===== config.mk =====
export PLATFORM = sky130hd
export DESIGN_NAME = chip8_core
export DESIGN_NICKNAME = d
export VERILOG_FILES = /design/src/design/chip8_pkg.sv /design/src/design/chip8_core.sv /design/src/design/exec_unit.sv /design/src/design/op_fifo.sv /design/src/design/op_decoder.sv
export SDC_FILE = /design/constraint.sdc
export NUM_CORES = 1
export LEC_CHECK = 0
export BUFFER_PORTS_ARGS = -buffer_cell sky130_fd_sc_hd__buf_2
export CAP_MARGIN = 20
export CORE_UTILIZATION = 60
export CTS_CLUSTER_SIZE = 24
export DETAILED_ROUTE_END_ITERATION = 8
export PLACE_DENSITY = 0.86
export SLEW_MARGIN = 20
export SYNTH_ARGS = -nofsm -noshare
export SYNTH_HDL_FRONTEND = slang
export SYNTH_HIERARCHICAL = 1
export SYNTH_SLANG_ARGS = --single-unit

===== constraint.sdc =====
create_clock -name clk -period 6.35 [get_ports clk]
set_input_delay 0.635 -clock clk [delete_from_list [all_inputs] [get_ports clk]]
set_output_delay 0.635 -clock clk [all_outputs]
set_load 0.03 [all_outputs]

===== src/design/chip8_pkg.sv =====
// CHIP-8 register core shared definitions
// Widths, operation classes, credit depth and the records passed between stages
package chip8_pkg;

    // Raw instruction and register widths
    localparam int OPCODE_W  = 16;
    localparam int DATA_W    = 8;
    localparam int REG_IDX_W = 4;
    localparam int NUM_REGS  = 16;

    // VF carries carry, not-borrow and shifted-out bit
    localparam int FLAG_REG  = 15;

    // Instruction buffer entries, also the decoder's starting credits
    localparam int FIFO_DEPTH = 4;

    // Decoder has a single input slot
    localparam int SRC_CREDITS = 1;

    // Must hold FIFO_DEPTH
    localparam int CREDIT_W = 3;

    // Decoded operation classes
    typedef enum logic [3:0] {
        OP_NOP      = 4'd0,   // Unknown or dropped opcode
        OP_LD_IMM   = 4'd1,   // 6xkk
        OP_ADD_IMM  = 4'd2,   // 7xkk, VF untouched
        OP_MOV      = 4'd3,   // 8xy0
        OP_OR       = 4'd4,   // 8xy1
        OP_AND      = 4'd5,   // 8xy2
        OP_XOR      = 4'd6,   // 8xy3
        OP_ADD_C    = 4'd7,   // 8xy4
        OP_SUB      = 4'd8,   // 8xy5
        OP_SUBN     = 4'd9,   // 8xy7
        OP_SHR      = 4'd10,  // 8xy6
        OP_SHL      = 4'd11,  // 8xyE
        OP_SE_IMM   = 4'd12,  // 3xkk
        OP_SNE_IMM  = 4'd13,  // 4xkk
        OP_SE_REG   = 4'd14,  // 5xy0
        OP_SNE_REG  = 4'd15   // 9xy0
    } op_class_e;

    // One decoded instruction as it travels through the buffer
    typedef struct packed {
        op_class_e            cls;
        logic [REG_IDX_W-1:0] x;
        logic [REG_IDX_W-1:0] y;
        logic [DATA_W-1:0]    kk;
    } dec_op_t;

    // One register writeback
    // VF fields only meaningful when vf_we is set
    typedef struct packed {
        logic [REG_IDX_W-1:0] x;
        logic [DATA_W-1:0]    vx;
        logic                 vf_we;
        logic [DATA_W-1:0]    vf;
    } wb_t;

endpackage

===== src/design/chip8_core.sv =====
// CHIP-8 register execution core
// Decoder, instruction buffer and execute unit chained with credit flow control
module chip8_core (
    input  logic                           clk,
    input  logic                           arst_n,
    input  logic                           instr_valid,
    input  logic [chip8_pkg::OPCODE_W-1:0] instr,
    input  logic                           hold,
    output logic                           instr_credit,
    output logic                           wb_valid,
    output chip8_pkg::wb_t                 wb
);
    import chip8_pkg::*;

    // Decoder to buffer
    logic    push;
    dec_op_t push_op;
    logic    pop_credit;

    // Buffer to execute unit
    logic    not_empty;
    dec_op_t head_op;
    logic    pop;

    op_decoder u_op_decoder (
        .clk          (clk),
        .arst_n       (arst_n),
        .instr_valid  (instr_valid),
        .instr        (instr),
        .pop_credit   (pop_credit),
        .instr_credit (instr_credit),
        .push         (push),
        .push_op      (push_op)
    );

    op_fifo #(
        .DEPTH (FIFO_DEPTH)
    ) u_op_fifo (
        .clk        (clk),
        .arst_n     (arst_n),
        .push       (push),
        .push_op    (push_op),
        .pop        (pop),
        .not_empty  (not_empty),
        .head_op    (head_op),
        .pop_credit (pop_credit)
    );

    exec_unit u_exec_unit (
        .clk       (clk),
        .arst_n    (arst_n),
        .hold      (hold),
        .not_empty (not_empty),
        .head_op   (head_op),
        .pop       (pop),
        .wb_valid  (wb_valid),
        .wb        (wb)
    );

endmodule


===== src/design/exec_unit.sv =====
// CHIP-8 execute unit
// Register file, ALU with VF rules, skip handling and writeback output
module exec_unit (
    input  logic               clk,
    input  logic               arst_n,
    input  logic               hold,
    input  logic               not_empty,
    input  chip8_pkg::dec_op_t head_op,
    output logic               pop,
    output logic               wb_valid,
    output chip8_pkg::wb_t     wb
);
    import chip8_pkg::*;

    logic [DATA_W-1:0] regs [NUM_REGS];
    logic              skip_pending;
    logic [DATA_W-1:0] vx;
    logic [DATA_W-1:0] vy;
    logic [DATA_W:0]   sum;
    logic              wr_en;
    logic              vf_we;
    logic              skip_cond;
    logic              do_write;
    logic [DATA_W-1:0] vx_new;
    logic [DATA_W-1:0] vf_new;

    // Take the head whenever there is one and we are not held
    assign pop = not_empty && !hold;

    // Operand read
    assign vx  = regs[head_op.x];
    assign vy  = regs[head_op.y];
    assign sum = {1'b0, vx} + {1'b0, vy};

    // ALU, result and flag per class, all mod 256
    always_comb begin
        wr_en     = 1'b1;
        vf_we     = 1'b0;
        skip_cond = 1'b0;
        vx_new    = vx;
        vf_new    = '0;
        case (head_op.cls)
            OP_LD_IMM:  vx_new = head_op.kk;
            OP_ADD_IMM: vx_new = vx + head_op.kk;
            OP_MOV:     vx_new = vy;
            OP_OR:      vx_new = vx | vy;
            OP_AND:     vx_new = vx & vy;
            OP_XOR:     vx_new = vx ^ vy;
            OP_ADD_C: begin
                vx_new = sum[DATA_W-1:0];
                vf_we  = 1'b1;
                vf_new = DATA_W'(sum[DATA_W]);
            end
            OP_SUB: begin
                vx_new = vx - vy;
                vf_we  = 1'b1;
                vf_new = DATA_W'(vx > vy);    // Not-borrow
            end
            OP_SUBN: begin
                vx_new = vy - vx;
                vf_we  = 1'b1;
                vf_new = DATA_W'(vy > vx);
            end
            OP_SHR: begin
                vx_new = vx >> 1;
                vf_we  = 1'b1;
                vf_new = DATA_W'(vx[0]);
            end
            OP_SHL: begin
                vx_new = vx << 1;
                vf_we  = 1'b1;
                vf_new = DATA_W'(vx[DATA_W-1]);
            end
            // Skips write nothing, they only arm the pending flag
            OP_SE_IMM: begin
                wr_en     = 1'b0;
                skip_cond = (vx == head_op.kk);
            end
            OP_SNE_IMM: begin
                wr_en     = 1'b0;
                skip_cond = (vx != head_op.kk);
            end
            OP_SE_REG: begin
                wr_en     = 1'b0;
                skip_cond = (vx == vy);
            end
            OP_SNE_REG: begin
                wr_en     = 1'b0;
                skip_cond = (vx != vy);
            end
            default: wr_en = 1'b0;    // No-op
        endcase
    end

    // Popped op that is not discarded by a pending skip
    assign do_write = pop && wr_en && !skip_pending;

    always_ff @(posedge clk or negedge arst_n) begin
        if (!arst_n) begin
            for (int i = 0; i < NUM_REGS; i++) begin
                regs[i] <= '0;
            end
            skip_pending <= 1'b0;
            wb_valid     <= 1'b0;
        end else begin
            wb_valid <= do_write;
            if (pop) begin
                // Discarded op just clears the flag
                skip_pending <= skip_pending ? 1'b0 : skip_cond;
            end
            if (do_write) begin
                regs[head_op.x] <= vx_new;
                // Later assignment, so VF wins when x is 15
                if (vf_we) regs[FLAG_REG] <= vf_new;
            end
        end
    end

    // Writeback record mirrors what went into the register file
    always_ff @(posedge clk) begin
        if (do_write) begin
            wb.x     <= head_op.x;
            wb.vx    <= vx_new;
            wb.vf_we <= vf_we;
            wb.vf    <= vf_new;
        end
    end

endmodule


===== src/design/op_fifo.sv =====
// Instruction buffer between decoder and execute unit
// Circular FIFO of decoded ops, space guaranteed by the decoder's credits
module op_fifo #(
    parameter int DEPTH = chip8_pkg::FIFO_DEPTH
) (
    input  logic               clk,
    input  logic               arst_n,
    input  logic               push,
    input  chip8_pkg::dec_op_t push_op,
    input  logic               pop,
    output logic               not_empty,
    output chip8_pkg::dec_op_t head_op,
    output logic               pop_credit
);
    import chip8_pkg::*;

    // DEPTH is a power of two, pointers wrap on their own
    localparam int PTR_W = $clog2(DEPTH);
    localparam int CNT_W = PTR_W + 1;

    dec_op_t          mem [DEPTH];
    logic [PTR_W-1:0] wr_ptr;
    logic [PTR_W-1:0] rd_ptr;
    logic [CNT_W-1:0] count;

    // Storage, no full check needed
    always_ff @(posedge clk) begin
        if (push) mem[wr_ptr] <= push_op;
    end

    // Pointers and occupancy
    always_ff @(posedge clk or negedge arst_n) begin
        if (!arst_n) begin
            wr_ptr <= '0;
            rd_ptr <= '0;
            count  <= '0;
        end else begin
            if (push) wr_ptr <= wr_ptr + 1'b1;
            if (pop)  rd_ptr <= rd_ptr + 1'b1;
            count <= count + CNT_W'(push) - CNT_W'(pop);
        end
    end

    // Head comes straight from the registered storage
    // so a push into an empty buffer shows up one cycle later
    assign not_empty = (count != '0);
    assign head_op   = mem[rd_ptr];

    // Every freed entry returns one credit to the decoder
    assign pop_credit = pop;

endmodule


===== src/design/op_decoder.sv =====
// CHIP-8 opcode decoder
// Holds one raw opcode, classifies it and pushes the record under credit control
module op_decoder (
    input  logic                           clk,
    input  logic                           arst_n,
    input  logic                           instr_valid,
    input  logic [chip8_pkg::OPCODE_W-1:0] instr,
    input  logic                           pop_credit,
    output logic                           instr_credit,
    output logic                           push,
    output chip8_pkg::dec_op_t             push_op
);
    import chip8_pkg::*;

    logic                slot_valid;
    logic [OPCODE_W-1:0] slot_instr;
    logic [CREDIT_W-1:0] credit;
    op_class_e           cls;

    // Classification on top nibble
    // Low nibble selects the ALU op in group 8 and qualifies 5xy0 / 9xy0
    always_comb begin
        cls = OP_NOP;
        case (slot_instr[15:12])
            4'h3: cls = OP_SE_IMM;
            4'h4: cls = OP_SNE_IMM;
            4'h5: if (slot_instr[3:0] == 4'h0) cls = OP_SE_REG;
            4'h6: cls = OP_LD_IMM;
            4'h7: cls = OP_ADD_IMM;
            4'h8: begin
                case (slot_instr[3:0])
                    4'h0:    cls = OP_MOV;
                    4'h1:    cls = OP_OR;
                    4'h2:    cls = OP_AND;
                    4'h3:    cls = OP_XOR;
                    4'h4:    cls = OP_ADD_C;
                    4'h5:    cls = OP_SUB;
                    4'h6:    cls = OP_SHR;
                    4'h7:    cls = OP_SUBN;
                    4'hE:    cls = OP_SHL;
                    default: cls = OP_NOP;
                endcase
            end
            4'h9: if (slot_instr[3:0] == 4'h0) cls = OP_SNE_REG;
            default: cls = OP_NOP;
        endcase
    end

    // Field extraction, x and y nibbles plus the kk byte
    assign push_op.cls = cls;
    assign push_op.x   = slot_instr[11:8];
    assign push_op.y   = slot_instr[7:4];
    assign push_op.kk  = slot_instr[7:0];

    // Move to the buffer only while it has a free entry
    assign push = slot_valid && (credit != '0);

    always_ff @(posedge clk or negedge arst_n) begin
        if (!arst_n) begin
            slot_valid   <= 1'b0;
            credit       <= CREDIT_W'(FIFO_DEPTH);
            instr_credit <= 1'b0;
        end else begin
            if (push) slot_valid <= 1'b0;
            if (instr_valid) slot_valid <= 1'b1;
            // Spend on push, refund on every buffer pop
            credit       <= credit - CREDIT_W'(push) + CREDIT_W'(pop_credit);
            // Slot freed, hand the source its credit back
            instr_credit <= push;
        end
    end

    // Raw opcode capture
    always_ff @(posedge clk) begin
        if (instr_valid) slot_instr <= instr;
    end

endmodule


==> run summary <==
The routed length per instance came out at approximately 27 microns. Once layout is complete, the cells apart from fillers number between 1,000 and 1,500. The actual transition at the worst max-transition pin came out at 1.12 ns. The maximum clock frequency came out at about 170 MHz. For this run, the register share of the synthesized area comes to roughly half. The final layout net count came out at ~1,200. The worst slew slack as a fraction of its limit is between 20% and 30%.

The placer's final routability congestion estimate is ~1. The clock insertion delay at the later pin of the skew report came out at 0.53 ns. In the post-synthesis netlist, the biggest area contributors are dfrtp_1 (25%), edfxtp_1 (23%), mux4_2 (11%). After synthesis the cells add up to ~14,000 sq um. The core area is 23,400 sq um. The maximum number of pins on one net before global-route repair is 80. CTS built an H-tree with a depth of 1.

The maximum root-to-sink buffer count is 3. The number of clock sinks is approximately 260. For this run, the number of Yosys warnings is 6. In this design, the largest share of critical-path delay is due to compound AO/OA/AOI/OAI gates. The critical path data required time came out at 6.71 ns. The cell sitting at the root of the clock tree is a clkbuf_16.

The final hold violation count is 0. Measured in cells, the most critical reg-to-reg path has a length of 13. The number of port buffers came out at 35. After the first detailed-routing iteration, the DRC count stood at 1,494.

The final routed wirelength across all metal layers is 38.9 mm. The cell taking the most area after synthesis is dfrtp_1. The number of pins with negative max-slew slack in the final report came out at 0. In the synthesized netlist the dominant register cell turns out to be dfrtp_1. The via count of the first global-routing pass is 10,037. The capture instance of the worst register-to-register path is u_exec_unit/regs[23]$_DFFE_PN0P_.

The number of rows created at floorplan came out at 56. The number of DRC violations after detailed routing came out at 0. The clock slew at the register clock pins of the worst setup and hold paths came out at approximately 0.070 ns. The number of maximum-capacitance violations is 0. The number of I/O pins is 43. The average instance in the mapped netlist occupies between 10 and 15 sq um. The most common cell type on the critical path is mux4_2.

The placed wire-length estimate after detailed placement is ~24 mm. The effective utilization at floorplan came out at roughly three fifths. The total buffers and inverters traversed by the critical path came out at 1.

The clock tree from TritonCTS is built. The final worst-path cycle share is between 90% and 100%. The die extent in y came out at 156 microns. The count of buffers added by post-CTS timing repair for setup is 0. The synthesis-stage register bit count is between 200 and 300. The worst register-to-register path begins at u_op_fifo/rd_ptr[0]$_DFFE_PN0P_. Setup repair after global routing left no endpoint under its margin. The layout cell share with drive strength beyond 1 is 24.9%. The die covers about 24,000 sq um.

The critical-path maximum fanout is 35. The total setup violations reported at the end of the flow came out at 0. The die is around 160 microns wide. The number of antenna diodes in the final layout is 0. The residual overflow from global routing came out at 0. The sort of element at the end of the critical path is a flop. Post-CTS repair changed the size of 0 cells.

The worst setup path is of the flop to flop kind. In this run the worst hold path is classified as input port to async pin. The type of element launching the critical path is a flop. From synthesis to final layout, the design area changed by 8.41%.

The final-layout setup total negative slack is 0 ns. For this run, the slowest stage of the critical path takes a little over 0.9 ns. In this run, placement finished with an instance count of ~1,400. The detail-routed via count per cell is 7.15. The number of enable flip-flop cells after synthesis came out at 110. On the final layout, the worst clock skew is approximately 0.019 ns. The instance count of the mapped netlist came out at 1,078. The global-route wire length before repair came out at 59.5 mm. The run finished with clean final reports.

The setup check on the worst reg-to-reg path leaves a slack of 0.63 ns. The top cell type by area accounts for 24.8% of the synthesized area. The count of different cell masters after synthesis is slightly below 80. Once detail routing completed, the nets flagged for antenna violations numbered 0. Across all layers, the routed design uses about 10,000 vias.

Traced cell by cell, the critical path runs through buf_4, mux4_2, mux4_2, mux2_2, o21ai_1, ha_1, nor4_1, a2111oi_0, a221oi_1, o2111ai_1, a21oi_1, a41o_1, o21ai_0. The detailed-router iteration count before antenna repair came out at 8. The number of clock buffers inserted by TritonCTS came out at 25. Global routing used 33.1% of the available tracks across all layers. The cell with the most instances after synthesis is dfrtp_1. On the critical path, the stage with the largest delay is an instance of mux4_2. In the synthesized netlist, the cells that appear most often are dfrtp_1 (141), edfxtp_1 (110), nand2_1 (86). The shortest period the worst path allows is about 5.7 ns. The arrival time at the worst endpoint came out at slightly above 6 ns. The count of hold buffers inserted by post-cts repair is 0. The number of antenna violations at the first check in global routing was 0. In the synthesized netlist the async set-or-reset flop fraction comes to approximately 55%.
==> worst register-to-register path, cell delays in order, from the launching register on <==
cell       delay (ns)
dfrtp_1          0.44
buf_4            0.22
mux4_2           0.92
mux4_2           0.67
mux2_2           0.32
o21ai_1          0.35
ha_1             0.49
nor4_1           0.53
a2111oi_0        0.24
a221oi_1         0.34
o2111ai_1        0.13
a21oi_1          0.16
a41o_1           0.49
o21ai_0          0.24
==> stage by stage <==
stage	worst slack [ns]	utilization, %	hold WS [ns]	area (sq um)
floorplan	1.29	-	0.339	14300
global route	0.322	66.0	0.132	15400
global placement	0.887	62.0	0.451	14500
finish	0.627	66.0	0.0891	15400
CTS	0.732	66.0	0.112	15400
detailed placement	0.822	62.0	0.458	14500
==> kinds of logic (layout without fill, tap and decap cells) <==
| logic type | count (synthesis) | after routing | synth area share, % |
|---|---|---|---|
| adder cells (fa/ha/maj) | 57 | 57 | 5.32 |
| AO/OA/AOI/OAI | 207 | 207 | 9.26 |
| buffers and inverters | 146 | 159 | 5.21 |
| AND/OR/NAND/NOR | 205 | 205 | 7.04 |
| XOR/XNOR | 15 | 15 | 0.922 |
| flip-flops | 256 | 256 | 48.7 |
| other | 1 | 7 | 0.0263 |
| multiplexers | 191 | 191 | 23.5 |
==> placed cells by master, fill, tap and decap left out, drive strengths merged, types with 6 or more instances in the layout <==
cell type and instances:
nand3 12, or3 8, fa 6, inv 51, a22oi 8, nor3 13
clkinv 6, a32oi 6, nor2 34, nand2 87, buf 64, nor2b 7
xnor2 10, mux2i 12, clkbuf 27, o21ai 81, bufinv 7, nor4 6
nand2b 11, mux2 81, mux4 98, edfxtp 110, ha 51, conb 7
dfrtp 141, a21oi 41, a22o 6
==> flip-flops by register name, summed over array words and instances (netlist names), named ones only <==
name	cells
u_op_fifo/mem	80
u_exec_unit/wb_valid	1
u_op_decoder/credit	3
u_op_fifo/count	3
u_op_fifo/rd_ptr	2
u_op_decoder/instr_credit	1
u_op_decoder/slot_instr	16
u_exec_unit/wb	14
u_exec_unit/regs	128
u_op_decoder/slot_valid	1
u_op_fifo/wr_ptr	2
u_exec_unit/skip_pending	1
==> layout make-up <==
| cell class | count | area, sq um |
|---|---|---|
| multi-input combinational | 682 | 6590 |
| inverter | 50 | 188 |
| sequential | 256 | 6940 |
| tap | 319 | 399 |
| fill | 1573 | 7960 |
| clock inverter | 18 | 288 |
| clock buffer | 27 | 643 |
| timing repair buffer | 64 | 399 |
==> how the worst max path moves through the flow <==
stage / cells after the start / slack, ns / end / start
6_report: 13 / 0.63 / u_exec_unit/regs[23]$_DFFE_PN0P_ / u_op_fifo/rd_ptr[0]$_DFFE_PN0P_
5_1_grt: 13 / 0.32 / u_exec_unit/wb[16]$_DFFE_PP_ / u_op_fifo/rd_ptr[0]$_DFFE_PN0P_
4_1_cts: 15 / 0.73 / u_exec_unit/regs[117]$_DFFE_PN0P_ / u_op_fifo/rd_ptr[0]$_DFFE_PN0P_
3_5_place_dp: 15 / 0.82 / u_exec_unit/regs[29]$_DFFE_PN0P_ / u_op_fifo/rd_ptr[0]$_DFFE_PN0P_
3_3_place_gp: 18 / 0.89 / u_exec_unit/regs[0]$_DFFE_PN0P_ / u_op_fifo/rd_ptr[0]$_DFFE_PN0P_
2_1_floorplan: 20 / 1.29 / u_exec_unit/wb[15]$_DFFE_PP_ / u_op_fifo/rd_ptr[0]$_DFFE_PN0P_
==> metal layers <==
metal  global-route usage [%]  up-vias  share of wire (%)  wire length [microns]
met5                        0        -                  0                      0
met4                     19.9        0                6.6                   2580
met3                     7.14      240                 12                   4500
met2                     51.8      868                 47                  18100
met1                     42.9     4934                 35                  13700
li1                         -     4088                  -                      -
Power is not shown: default switching activity piles up to over one toggle a cycle in this logic, so the estimate is an artifact.
